<file path="src/cd_bus_pkg.sv">
// 68k bus, register map and control output types
package cd_bus_pkg;

	// ======================================================================
	// Bus types
	// ======================================================================

	typedef logic [15:0] word_t;
	typedef logic [23:1] cpu_addr_t;	// Word address, no A0 on the 68k
	typedef logic [2:0] tr_area_t;		// Upload target select

	// 68k bus as seen from the CD block
	typedef struct packed {
		cpu_addr_t addr;
		word_t data;		// CPU write data
		logic rw;			// High for read
		logic nas;
		logic nlds;
		logic nuds;
		logic iack;			// Interrupt acknowledge cycle
		logic ndtack;
	} cpu_bus_t;

	// Upload areas
	localparam tr_area_t AREA_SPR = 3'd0;
	localparam tr_area_t AREA_PCM = 3'd1;
	localparam tr_area_t AREA_Z80 = 3'd4;
	localparam tr_area_t AREA_FIX = 3'd5;

	// Video and bank controls
	typedef struct packed {
		logic video_en;
		logic fix_en;
		logic spr_en;
		logic nreset_z80;	// Z80 held in reset while low
		logic [1:0] spr_bank;
		logic pcm_bank;
	} cd_ctrl_t;

	// Upload zone write port
	typedef struct packed {
		logic wr_spr;
		logic wr_pcm;
		logic wr_z80;
		logic wr_fix;
		tr_area_t area;
		word_t data;
		logic [19:1] addr;	// Offset inside the E zone
	} tr_wr_t;

	// ======================================================================
	// Register map, byte offsets inside FF0xxx
	// ======================================================================

	localparam logic [11:0] REG_IRQ_MASK = 12'h002;
	localparam logic [11:0] REG_IRQ_ACK = 12'h00E;
	localparam logic [11:0] REG_DMA_CTRL = 12'h061;			// Bit 6 starts DMA
	localparam logic [11:0] REG_DMA_ADDR_A_HI = 12'h064;
	localparam logic [11:0] REG_DMA_ADDR_A_LO = 12'h066;
	localparam logic [11:0] REG_DMA_ADDR_B_HI = 12'h068;
	localparam logic [11:0] REG_DMA_ADDR_B_LO = 12'h06A;
	localparam logic [11:0] REG_DMA_VALUE_HI = 12'h06C;
	localparam logic [11:0] REG_DMA_COUNT_HI = 12'h070;
	localparam logic [11:0] REG_DMA_COUNT_LO = 12'h072;
	localparam logic [11:0] REG_DMA_UCODE0 = 12'h07E;		// First microcode word
	localparam logic [11:0] REG_TR_AREA = 12'h105;
	localparam logic [11:0] REG_DISBLSPR = 12'h111;
	localparam logic [11:0] REG_DISBLFIX = 12'h115;
	localparam logic [11:0] REG_ENVIDEO = 12'h119;
	localparam logic [11:0] REG_UPMAPSPR = 12'h121;
	localparam logic [11:0] REG_UPMAPPCM = 12'h123;
	localparam logic [11:0] REG_UPMAPZ80 = 12'h127;
	localparam logic [11:0] REG_UPMAPFIX = 12'h129;
	localparam logic [11:0] REG_UPUNMAPSPR = 12'h141;
	localparam logic [11:0] REG_UPUNMAPPCM = 12'h143;
	localparam logic [11:0] REG_UPUNMAPZ80 = 12'h147;
	localparam logic [11:0] REG_UPUNMAPFIX = 12'h149;
	localparam logic [11:0] REG_UPLOAD_EN = 12'h16F;
	localparam logic [11:0] REG_Z80_RESET = 12'h183;
	localparam logic [11:0] REG_SPRBANK = 12'h1A1;
	localparam logic [11:0] REG_PCMBANK = 12'h1A3;
	localparam logic [11:0] REG_TOPMECH = 12'h11C;		// Read only

	localparam logic [11:0] CD_WINDOW_HI = 12'hFF0;	// A23..A12
	localparam logic [3:0] UPLOAD_ZONE = 4'hE;		// A23..A20

	// Autovectors
	localparam logic [7:0] VEC_COMM = 8'd22;
	localparam logic [7:0] VEC_CDC = 8'd21;
	localparam logic [7:0] VEC_SPURIOUS = 8'd24;

	// Interrupt controls from the register block
	typedef struct packed {
		logic comm_en;
		logic ack_valid;	// One cycle pulse
		logic [1:0] ack;	// Flags 2..1
	} irq_ctl_t;

endpackage
</file>
<file path="src/cd_dma_pkg.sv">
// DMA engine types and constants
package cd_dma_pkg;

	typedef logic [23:0] dma_addr_t;	// Byte address
	typedef logic [31:0] dma_count_t;	// Words

	// ======================================================================
	// Modes and microcode signatures
	// ======================================================================

	typedef enum logic {
		MODE_WORD_COPY,
		MODE_WORD_FILL
	} dma_mode_t;

	// First microcode word identifies the job
	localparam logic [15:0] UCODE_WORD_COPY = 16'hFE6D;	// A -> B
	localparam logic [15:0] UCODE_WORD_FILL = 16'hFFCD;	// Value -> A

	// ======================================================================
	// Sequencer
	// ======================================================================

	typedef enum logic [2:0] {
		ST_IDLE,
		ST_REQ,				// Drop nBR
		ST_WAIT_GRANT,		// Wait for nBG
		ST_WAIT_BUS_FREE,	// Wait for the current cycle to end
		ST_LOOP,			// One word per pass
		ST_READ_DONE,
		ST_WRITE_DONE
	} dma_state_t;

	// Minimum rd/wr hold times in clocks
	localparam logic [7:0] T_READ = 8'd20;
	localparam logic [7:0] T_WRITE = 8'd20;
	localparam logic [7:0] T_FILL = 8'd20;

	// Job setup written by the CPU
	typedef struct packed {
		dma_addr_t addr_a;
		dma_addr_t addr_b;
		cd_bus_pkg::word_t value;	// Fill word
		dma_count_t count;
	} dma_cfg_t;

	// Memory side of the engine
	typedef struct packed {
		logic rd;
		logic wr;
		dma_addr_t addr_in;			// Read pointer
		dma_addr_t addr_out;		// Write pointer
		cd_bus_pkg::word_t data_out;
	} dma_mem_t;

endpackage

</file>
<file path="src/cd_sys.sv">
// CD system 68k-side control block
`timescale 1ns/100ps

module cd_sys(
	input logic CLK_68KCLK,
	input logic nRESET,
	input cd_bus_pkg::cpu_bus_t cpu,
	input logic [1:0] system_type,
	input logic [1:0] cd_region,
	input logic cd_lid,
	input logic cdd_nirq,
	input logic cdc_nirq,
	input logic nbg,
	input cd_bus_pkg::word_t dma_data_in,
	input logic dma_sdram_busy,
	output cd_bus_pkg::word_t rd_data,
	output logic rd_en,			// Outside drives the data bus when high
	output cd_bus_pkg::cd_ctrl_t ctrl,
	output cd_bus_pkg::tr_wr_t tr,
	output logic cd_irq,
	output logic nbr,
	output logic nbgack,
	output logic dma_running,
	output cd_dma_pkg::dma_mem_t dma_mem
);
	import cd_bus_pkg::*;
	import cd_dma_pkg::*;

	dma_cfg_t dma_cfg;
	dma_mode_t dma_mode;
	logic dma_start;			// One cycle
	irq_ctl_t irq_ctl;
	logic [7:0] irq_vector;

	cd_regs regs0(
		.CLK_68KCLK(CLK_68KCLK),
		.nRESET(nRESET),
		.cpu(cpu),
		.system_type(system_type),
		.cd_region(cd_region),
		.cd_lid(cd_lid),
		.irq_vector(irq_vector),
		.dma_running(dma_running),
		.dma_mem(dma_mem),
		.ctrl(ctrl),
		.tr(tr),
		.dma_cfg(dma_cfg),
		.dma_mode(dma_mode),
		.dma_start(dma_start),
		.irq_ctl(irq_ctl),
		.rd_data(rd_data),
		.rd_en(rd_en)
	);

	cd_irq irq0(
		.CLK_68KCLK(CLK_68KCLK),
		.nRESET(nRESET),
		.cdd_nirq(cdd_nirq),
		.cdc_nirq(cdc_nirq),
		.irq_ctl(irq_ctl),
		.cd_irq(cd_irq),
		.irq_vector(irq_vector)
	);

	cd_dma dma0(
		.CLK_68KCLK(CLK_68KCLK),
		.nRESET(nRESET),
		.dma_start(dma_start),
		.dma_mode(dma_mode),
		.dma_cfg(dma_cfg),
		.nbg(nbg),
		.nas(cpu.nas),
		.ndtack(cpu.ndtack),
		.dma_data_in(dma_data_in),
		.dma_sdram_busy(dma_sdram_busy),
		.nbr(nbr),
		.nbgack(nbgack),
		.dma_running(dma_running),
		.dma_mem(dma_mem)
	);

endmodule

</file>
<file path="src/cd_dma.sv">
// CD DMA engine, word copy and word fill
`timescale 1ns/100ps

module cd_dma(
	input logic CLK_68KCLK,
	input logic nRESET,
	input logic dma_start,
	input cd_dma_pkg::dma_mode_t dma_mode,
	input cd_dma_pkg::dma_cfg_t dma_cfg,
	input logic nbg,
	input logic nas,
	input logic ndtack,
	input cd_bus_pkg::word_t dma_data_in,
	input logic dma_sdram_busy,
	output logic nbr,
	output logic nbgack,
	output logic dma_running,
	output cd_dma_pkg::dma_mem_t dma_mem
);
	import cd_dma_pkg::*;

	dma_state_t state;
	dma_mode_t mode_run;		// Mode of the job in flight
	dma_count_t count_run;		// Words left
	logic [7:0] timer;			// Minimum rd/wr hold

	always_ff @(posedge CLK_68KCLK or negedge nRESET)
	begin
		if (!nRESET)
		begin
			state <= ST_IDLE;
			nbr <= 1'b1;
			nbgack <= 1'b1;
			dma_running <= 1'b0;
			timer <= 8'd0;
			dma_mem.rd <= 1'b0;
			dma_mem.wr <= 1'b0;
		end
		else
		begin
			// Timer keeps running during stalls
			if (timer != 8'd0)
				timer <= timer - 1'b1;

			if (dma_start && (state == ST_IDLE))
			begin
				state <= ST_REQ;
				dma_running <= 1'b1;
				mode_run <= dma_mode;
				count_run <= dma_cfg.count;
				if (dma_mode == MODE_WORD_FILL)
				begin
					dma_mem.addr_out <= dma_cfg.addr_a;
					dma_mem.data_out <= dma_cfg.value;	// Same word every time
				end
				else
				begin
					dma_mem.addr_in <= dma_cfg.addr_a;
					dma_mem.addr_out <= dma_cfg.addr_b;
				end
			end
			else if (!dma_sdram_busy && (timer == 8'd0))
			begin
				case (state)
					// ==========================================================
					// Bus arbitration
					// ==========================================================
					ST_REQ:
					begin
						nbr <= 1'b0;
						state <= ST_WAIT_GRANT;
					end
					ST_WAIT_GRANT:
						if (!nbg)
							state <= ST_WAIT_BUS_FREE;
					ST_WAIT_BUS_FREE:
					begin
						// Let the running CPU cycle finish
						if (nas && ndtack)
						begin
							nbr <= 1'b1;
							nbgack <= 1'b0;		// Bus is ours
							state <= ST_LOOP;
						end
					end

					// ==========================================================
					// Transfer loop
					// ==========================================================
					ST_LOOP:
					begin
						if (count_run == '0)
						begin
							state <= ST_IDLE;
							nbgack <= 1'b1;		// Hand the bus back
							dma_running <= 1'b0;
						end
						else if (mode_run == MODE_WORD_FILL)
						begin
							dma_mem.wr <= 1'b1;
							timer <= T_FILL;
							state <= ST_WRITE_DONE;
						end
						else
						begin
							dma_mem.rd <= 1'b1;	// Fetch source word
							timer <= T_READ;
							state <= ST_READ_DONE;
						end
					end
					ST_READ_DONE:
					begin
						dma_mem.rd <= 1'b0;
						dma_mem.wr <= 1'b1;
						dma_mem.data_out <= dma_data_in;
						dma_mem.addr_in <= dma_mem.addr_in + 24'd2;
						timer <= T_WRITE;
						state <= ST_WRITE_DONE;
					end
					ST_WRITE_DONE:
					begin
						dma_mem.wr <= 1'b0;
						dma_mem.addr_out <= dma_mem.addr_out + 24'd2;
						count_run <= count_run - 1'b1;
						state <= ST_LOOP;
					end
					default: state <= ST_IDLE;
				endcase
			end
		end
	end

	a_rd_wr_excl: assert property (@(posedge CLK_68KCLK) disable iff (!nRESET)
		!(dma_mem.rd && dma_mem.wr));

	// Writes only with the bus granted
	a_wr_owned: assert property (@(posedge CLK_68KCLK) disable iff (!nRESET)
		dma_mem.wr |-> !nbgack);

endmodule

</file>
<file path="src/cd_irq.sv">
// CD interrupt flags and vector
`timescale 1ns/100ps

module cd_irq(
	input logic CLK_68KCLK,
	input logic nRESET,
	input logic cdd_nirq,
	input logic cdc_nirq,
	input cd_bus_pkg::irq_ctl_t irq_ctl,
	output logic cd_irq,
	output logic [7:0] irq_vector
);
	import cd_bus_pkg::*;

	logic [1:0] cdd_sr, cdc_sr;	// [1] is the older sample
	logic [2:1] flags;			// Active low, 1 comm, 2 CDC
	logic cdd_fall, cdc_fall;

	assign cdd_fall = (cdd_sr == 2'b10);
	assign cdc_fall = (cdc_sr == 2'b10);

	always_ff @(posedge CLK_68KCLK or negedge nRESET)
	begin
		if (!nRESET)
		begin
			cdd_sr <= 2'b11;
			cdc_sr <= 2'b11;
			flags <= 2'b11;
			cd_irq <= 1'b1;
		end
		else
		begin
			cdd_sr <= {cdd_sr[0], cdd_nirq};
			cdc_sr <= {cdc_sr[0], cdc_nirq};

			if (irq_ctl.ack_valid)
				flags <= flags | irq_ctl.ack;	// Writing 1 clears the request

			// New edges win over a same-cycle ack
			if (cdd_fall & irq_ctl.comm_en)
				flags[1] <= 1'b0;
			if (cdc_fall)
				flags[2] <= 1'b0;	// Decoder or transfer end

			cd_irq <= &flags;
		end
	end

	// Comm first
	always_comb
	begin
		if (!flags[1])
			irq_vector = VEC_COMM;
		else if (!flags[2])
			irq_vector = VEC_CDC;
		else
			irq_vector = VEC_SPURIOUS;	// Should not be acked
	end

	// Line down means a real vector, except the cycle after an ack
	a_irq_src: assert property (@(posedge CLK_68KCLK) disable iff (!nRESET)
		(!cd_irq && !$past(irq_ctl.ack_valid)) |-> (irq_vector != VEC_SPURIOUS));

endmodule

</file>
<file path="src/cd_regs.sv">
// CD control registers
// Register decode, upload gating and read mux
`timescale 1ns/100ps

module cd_regs(
	input logic CLK_68KCLK,
	input logic nRESET,
	input cd_bus_pkg::cpu_bus_t cpu,
	input logic [1:0] system_type,
	input logic [1:0] cd_region,
	input logic cd_lid,
	input logic [7:0] irq_vector,
	input logic dma_running,
	input cd_dma_pkg::dma_mem_t dma_mem,
	output cd_bus_pkg::cd_ctrl_t ctrl,
	output cd_bus_pkg::tr_wr_t tr,
	output cd_dma_pkg::dma_cfg_t dma_cfg,
	output cd_dma_pkg::dma_mode_t dma_mode,
	output logic dma_start,
	output cd_bus_pkg::irq_ctl_t irq_ctl,
	output cd_bus_pkg::word_t rd_data,
	output logic rd_en
);
	import cd_bus_pkg::*;
	import cd_dma_pkg::*;

	logic nlds_prev, nuds_prev;
	logic strobe_fall;			// Either data strobe just went low
	logic reg_wr, zone_wr;
	logic [11:1] woff;			// Word offset in the FF0xxx window
	logic map_spr, map_pcm, map_z80, map_fix;
	logic upload_en;
	tr_area_t tr_area;
	word_t ucode0;
	word_t tr_data;
	logic [19:1] tr_addr;
	logic tr_zone;
	logic iack_rd, topmech_rd;

	assign strobe_fall = (nlds_prev & ~cpu.nlds) | (nuds_prev & ~cpu.nuds);
	assign woff = cpu.addr[11:1];
	// Register writes all use the low lane
	assign reg_wr = system_type[1] & strobe_fall & ~cpu.rw & ~cpu.nlds &
		(cpu.addr[23:12] == CD_WINDOW_HI);
	assign zone_wr = system_type[1] & strobe_fall & ~cpu.rw & (cpu.addr[23:20] == UPLOAD_ZONE);

	// ======================================================================
	// Control registers
	// ======================================================================

	always_ff @(posedge CLK_68KCLK or negedge nRESET)
	begin
		if (!nRESET)
		begin
			nlds_prev <= 1'b1;
			nuds_prev <= 1'b1;
			ctrl.video_en <= 1'b1;
			ctrl.fix_en <= 1'b1;
			ctrl.spr_en <= 1'b1;
			ctrl.nreset_z80 <= 1'b0;	// Z80 starts held
			ctrl.spr_bank <= 2'd0;
			ctrl.pcm_bank <= 1'b0;
			{map_spr, map_pcm, map_z80, map_fix} <= 4'b0000;
			upload_en <= 1'b0;
			tr_area <= AREA_SPR;
			irq_ctl <= '0;
			dma_mode <= MODE_WORD_COPY;
			dma_start <= 1'b0;
		end
		else
		begin
			nlds_prev <= cpu.nlds;
			nuds_prev <= cpu.nuds;
			dma_start <= 1'b0;				// Pulses
			irq_ctl.ack_valid <= 1'b0;
			if (reg_wr)
			begin
				case (woff)
					REG_IRQ_MASK[11:1]: irq_ctl.comm_en <= cpu.data[6] | cpu.data[4];
					REG_IRQ_ACK[11:1]:
					begin
						irq_ctl.ack_valid <= 1'b1;
						irq_ctl.ack <= cpu.data[5:4];	// Flags 2..1
					end
					REG_DMA_CTRL[11:1]:
					begin
						// Start only for a known job, otherwise ignored
						if (cpu.data[6] & ~dma_running)
						begin
							if (ucode0 == UCODE_WORD_COPY)
							begin
								dma_mode <= MODE_WORD_COPY;
								dma_start <= 1'b1;
							end
							else if (ucode0 == UCODE_WORD_FILL)
							begin
								dma_mode <= MODE_WORD_FILL;
								dma_start <= 1'b1;
							end
						end
					end
					REG_TR_AREA[11:1]: tr_area <= cpu.data[2:0];
					REG_DISBLSPR[11:1]: ctrl.spr_en <= ~cpu.data[0];
					REG_DISBLFIX[11:1]: ctrl.fix_en <= ~cpu.data[0];
					REG_ENVIDEO[11:1]: ctrl.video_en <= cpu.data[0];
					REG_UPMAPSPR[11:1]: map_spr <= 1'b1;
					REG_UPMAPPCM[11:1]: map_pcm <= 1'b1;
					REG_UPMAPZ80[11:1]: map_z80 <= 1'b1;
					REG_UPMAPFIX[11:1]: map_fix <= 1'b1;
					REG_UPUNMAPSPR[11:1]: map_spr <= 1'b0;
					REG_UPUNMAPPCM[11:1]: map_pcm <= 1'b0;
					REG_UPUNMAPZ80[11:1]: map_z80 <= 1'b0;
					REG_UPUNMAPFIX[11:1]: map_fix <= 1'b0;
					REG_UPLOAD_EN[11:1]: upload_en <= cpu.data[0];
					REG_Z80_RESET[11:1]: ctrl.nreset_z80 <= cpu.data[0];
					REG_SPRBANK[11:1]: ctrl.spr_bank <= cpu.data[1:0];
					REG_PCMBANK[11:1]: ctrl.pcm_bank <= cpu.data[0];
					default: ;
				endcase
			end
		end
	end

	// DMA setup, microcode and upload latch
	always_ff @(posedge CLK_68KCLK)
	begin
		if (reg_wr)
		begin
			case (woff)
				REG_DMA_ADDR_A_HI[11:1]: dma_cfg.addr_a[23:16] <= cpu.data[7:0];
				REG_DMA_ADDR_A_LO[11:1]: dma_cfg.addr_a[15:0] <= cpu.data;
				REG_DMA_ADDR_B_HI[11:1]: dma_cfg.addr_b[23:16] <= cpu.data[7:0];
				REG_DMA_ADDR_B_LO[11:1]: dma_cfg.addr_b[15:0] <= cpu.data;
				REG_DMA_VALUE_HI[11:1]: dma_cfg.value <= cpu.data;
				REG_DMA_COUNT_HI[11:1]: dma_cfg.count[31:16] <= cpu.data;
				REG_DMA_COUNT_LO[11:1]: dma_cfg.count[15:0] <= cpu.data;
				REG_DMA_UCODE0[11:1]: ucode0 <= cpu.data;
				default: ;
			endcase
		end
		if (zone_wr)
		begin
			tr_data <= cpu.data;
			tr_addr <= cpu.addr[19:1];
		end
	end

	// ======================================================================
	// Upload gating, DMA owns the zone while running
	// ======================================================================

	always_comb
	begin
		if (dma_running)
			tr_zone = upload_en & dma_mem.wr & (dma_mem.addr_out[23:20] == UPLOAD_ZONE);
		else
			tr_zone = upload_en & ~cpu.rw & (cpu.addr[23:20] == UPLOAD_ZONE);
		// Only mapped areas may be written
		tr.wr_spr = tr_zone & map_spr & (tr_area == AREA_SPR);
		tr.wr_pcm = tr_zone & map_pcm & (tr_area == AREA_PCM);
		tr.wr_z80 = tr_zone & map_z80 & (tr_area == AREA_Z80);
		tr.wr_fix = tr_zone & map_fix & (tr_area == AREA_FIX);
		tr.area = tr_area;
		tr.data = dma_running ? dma_mem.data_out : tr_data;
		tr.addr = dma_running ? dma_mem.addr_out[19:1] : tr_addr;
	end

	// Read mux
	assign iack_rd = ~cpu.nas & cpu.rw & cpu.iack & (cpu.addr[3:1] == 3'd4);
	assign topmech_rd = ~cpu.nas & cpu.rw & system_type[1] &
		(cpu.addr[23:12] == CD_WINDOW_HI) & (woff == REG_TOPMECH[11:1]);
	assign rd_en = iack_rd | topmech_rd;
	assign rd_data = iack_rd ? {8'h00, irq_vector} :
		topmech_rd ? {3'b110, cd_lid, 2'b11, cd_region, 8'h00} :	// Jumpers in [11:8]
		'0;

	// Target area steady under an upload strobe
	a_tr_area_stable: assert property (@(posedge CLK_68KCLK) disable iff (!nRESET)
		(|{tr.wr_spr, tr.wr_pcm, tr.wr_z80, tr.wr_fix}) |-> $stable(tr_area));

endmodule

</file>
<file path="config.mk">
export PLATFORM = sky130hd
export DESIGN_NAME = cd_sys
export DESIGN_NICKNAME = d
export VERILOG_FILES = /design/src/cd_bus_pkg.sv /design/src/cd_dma_pkg.sv /design/src/cd_sys.sv /design/src/cd_dma.sv /design/src/cd_irq.sv /design/src/cd_regs.sv
export SDC_FILE = /design/constraint.sdc
export NUM_CORES = 1
export LEC_CHECK = 0
export BUFFER_PORTS_ARGS = -buffer_cell sky130_fd_sc_hd__buf_2
export CAP_MARGIN = 20
export CORE_ASPECT_RATIO = 1.1
export CORE_MARGIN = 4
export CORE_UTILIZATION = 44
export CTS_CLUSTER_SIZE = 16
export DETAILED_ROUTE_END_ITERATION = 10
export PLACE_DENSITY = 0.72
export SYNTH_ARGS = -nofsm -noshare
export SYNTH_HDL_FRONTEND = slang
export SYNTH_SLANG_ARGS = --single-unit
</file>
<file path="constraint.sdc">
create_clock -name CLK_68KCLK -period 6.5 [get_ports CLK_68KCLK]
set_input_delay 0.325 -clock CLK_68KCLK [delete_from_list [all_inputs] [get_ports CLK_68KCLK]]
set_output_delay 0.325 -clock CLK_68KCLK [all_outputs]
set_load 0.1 [all_outputs]
</file>
==> results.sh <==
export IMPL_h_tree_depth=1
export IMPL_nets=1339
export IMPL_worstReg2RegStart="dma0.timer[2]"
export IMPL_hp_class="primary input to flop"
export IMPL_rsz0062_at_grt="false"
export IMPL_cp_cell_sequence="dlygate4sd3_1, buf_2, nor4_1, nand4_1, nor4_1, or2_2, buf_2"
export IMPL_grt_pass1_wl_mm=50.40
export IMPL_worstPathRequired_ns=6.17
export IMPL_path_class="primary input to output port"
export IMPL_antenna_found_initial=1
export IMPL_ys_seq_area_frac=0.6511
export IMPL_drt_wl_total_mm=32.72
export IMPL_synth_area_top_cells="edfxtp_1 (56%), dfrtp_1 (6.1%), nand2_1 (4.2%), mux2_2 (4.1%), dfstp_2 (2.8%)"
export IMPL_postSynthCellCount=1045
export IMPL_dieArea_mm2=0.03248
export IMPL_syn2layout_area_growth_pct=19.44
export IMPL_ys_warn_count=0
export IMPL_gr_usage_all_layers=0.1969
export IMPL_rows=65
export IMPL_hpwl_mm=22.14
export IMPL_clock_sinks=290
export IMPL_maxSlewViolCount=0
export IMPL_grt_start_max_net_pins=116
export IMPL_critPathMaxFanout=8
export IMPL_cts_tree="built"
export IMPL_relSlewSlack=0.2829
export IMPL_setup_viol=0
export IMPL_irDropWorstVdd_v=0.0002018
export IMPL_fin_crit_sh=0.5477
export IMPL_worstSetupStartpointType="primary input"
export IMPL_cellPowerDensity_mw_per_mm2=259.6
export IMPL_diodes=0
export IMPL_sw_frac_of_total=0.2279
export IMPL_ys_ff_latch=290
export IMPL_fmax_mhz=280.9
export IMPL_die_y_um=188.6
export IMPL_numPortBuffers=202
export IMPL_worstHoldStart="dma_data_in[12]"
export IMPL_postRouteAntennaNets=0
export IMPL_cp_end_kind="output port"
export IMPL_p_comb_frac=0.064
export IMPL_period_needed_ns=3.560
export IMPL_route_detailed_drc=0
export IMPL_drtIter0Drc=851
export IMPL_holdBufCountCts=17
export IMPL_synth_main_ff_cell="edfxtp_1"
export IMPL_crit_slowest_cell="nor4_1"
export IMPL_clockPowerShare=0.414
export IMPL_critPathMaxStageDelay_ns=0.76
export IMPL_sequentialPowerShare=0.521
export IMPL_start_util=0.4507
export IMPL_synth_edff_count=244
export IMPL_clock_skew_ns=0.02416
export IMPL_die_x_um=172.2
export IMPL_fp_coreArea_mm2=0.02895
export IMPL_place_area_mm2=0.01444
export IMPL_clockBufferDepth=3
export IMPL_root_buffer="clkbuf_16"
export IMPL_gp_congestion=0.8493
export IMPL_p_switching_mw=0.9222
export IMPL_design_area_mm2=0.01558
export IMPL_vias=9195
export IMPL_cp_startpoint="cpu[31]"
export IMPL_ys_types=57
export IMPL_worst_slew_pin_slew_ns=1.069
export IMPL_status="complete, no violations"
export IMPL_hold_violations=0
export IMPL_netlist_top_cell_by_area="edfxtp_1"
export IMPL_r2r_cells=5
export IMPL_via_per_inst=5.566
export IMPL_async_reset_ff_frac=0.1586
export IMPL_fin_setup_tns_ns=0
export IMPL_drtPass1Iterations=5
export IMPL_power_internal_mw=3.124
export IMPL_synth_area_per_cell_um2=12.49
export IMPL_drv_cap=0
export IMPL_hold_depth=3
export IMPL_cts_buffers=29
export IMPL_clk_latency_ns=0.55
export IMPL_crit_arrival_ns=3.23
export IMPL_grt_pass1_vias=8980
export IMPL_path_clk_slew_ns=0.06
export IMPL_yosysTopAreaCellShare=0.5615
export IMPL_drive_above_1_share=0.2726
export IMPL_syn_cell_area_mm2=0.01305
export IMPL_postCtsResizedCells=0
export IMPL_p_leak_nw=5.528
export IMPL_wire_per_inst_um=19.81
export IMPL_io_pins=208
export IMPL_post_cts_repair_setup_buffers=0
export IMPL_grt_overflow=0
[Yosys cell counts (11+ instances only)]
cell and instances:
edfxtp_1 244, nand2_1 145, o21ai_0 61, mux2_2 48, nor2_1 45, nand3_1 39
xnor2_1 38, a21oi_1 35, clkbuf_1 33, nor3_1 33, dfrtp_1 32, xor2_1 32
nor2b_1 24, nor4_1 23, a211oi_1 15, inv_1 15, nand4_1 15, dfstp_2 14
and2_1 12, mux2i_1 11
[routing by layer]
metal,wire length (µm),vias to the layer above,track usage
met5,13,-,0
met4,945,2,0.05836
met3,2136,69,0.03315
met2,16370,343,0.3298
met1,13260,4477,0.2638
li1,-,4304,-
[state kept, by name, summed over array words and instances, names as in the netlist, 4 cells and up]
name            count
regs0.dma_cfg      96
dma0.dma_mem       66
dma0.count_run     32
regs0.tr_addr      19
regs0.tr_data      16
regs0.ucode0       16
dma0.timer          8
regs0.ctrl          7
regs0.irq_ctl       4
[cell families (layout without fill, tap and decap cells)]
| family | count (synthesis) | in the layout | share of synthesized area |
|---|---|---|---|
| fa+ha+maj | 6 | 6 | 0.005753 |
| compound gates | 144 | 144 | 0.06415 |
| flops | 290 | 290 | 0.6511 |
| other cells | 1 | 4 | 0.0002874 |
| simple gates | 409 | 409 | 0.1598 |
| buf+inv | 66 | 302 | 0.02205 |
| xor+xnor | 70 | 70 | 0.04698 |
| mux | 59 | 59 | 0.04986 |
[layout make-up]
class                      instances  area (µm²)
fill                            2486       13370
sequential                       290        8497
multi-input combinational        692        4327
timing repair buffer             233        1287
clock buffer                      32       737.0
tap                              368       460.4
clock inverter                    22       220.2
inverter                          15       56.30
[worst max-delay path, delay by kind of cell]
family	cells	cell delay, ns
and+or+nand+nor	4	1.80
buffers and inverters	3	1.11
[power groups by stage]
stage,Sequential (mW),Combinational [mW],Clock (mW)
6_report,2.11,0.260,1.68
4_1_cts,2.11,0.263,1.71
2_1_floorplan,2.15,0.154,0
3_3_place_gp,2.14,0.244,0
5_1_grt,2.12,0.287,1.79
3_5_place_dp,2.15,0.252,0
[cells in the final DEF (no fill, tap or decap), types with 15 or more instances in the layout]
| master | synthesis | routed |
|---|---|---|
| edfxtp_1 | 244 | 244 |
| buf_2 | 2 | 203 |
| nand2_1 | 145 | 145 |
| o21ai_0 | 61 | 61 |
| mux2_2 | 48 | 48 |
| nor2_1 | 45 | 43 |
| nand3_1 | 39 | 39 |
| xnor2_1 | 38 | 38 |
| a21oi_1 | 35 | 34 |
| xor2_1 | 32 | 32 |
| dfrtp_1 | 32 | 31 |
| nor3_1 | 33 | 30 |
| clkbuf_16 | 0 | 29 |
| nor2b_1 | 24 | 24 |
| nor4_1 | 23 | 22 |
| dlygate4sd3_1 | 0 | 17 |
| nand4_1 | 15 | 15 |
| inv_1 | 15 | 15 |
| a211oi_1 | 15 | 15 |
[worst paths after layout]
kind | endpoint | slack [ns]
worst max-delay path | rd_en | 2.94
max in group asynchronous | dma0.dma_running | 5.65
worst max register to register | dma0.dma_mem[15] | 3.16
min in group asynchronous | regs0.irq_ctl[3] | 0.40
worst min register to register | irq0.cdd_sr[1] | 0.37
worst min-delay path | dma0.dma_mem[12] | 0.06
[metrics by stage]
| stage | hold WS, ns | worst slack, ns | instances | utilization | power, mW |
|---|---|---|---|---|---|
| 6_report | 0.05748 | 2.940 | 1652 | 0.5383 | 4.046 |
| 5_1_grt | 0.03988 | 2.565 | 1652 | 0.5383 | 4.194 |
| 4_1_cts | 0.02840 | 2.947 | 1650 | 0.5377 | 4.077 |
| 3_5_place_dp | 0.3583 | 3.162 | 1579 | 0.4988 | 2.397 |
| 3_3_place_gp | 0.3562 | 3.218 | 1579 | 0.4988 | 2.386 |
| 2_1_floorplan | 0.02941 | 0.8651 | 1048 | - | 2.306 |
Power figures use the tool's default switching activity.
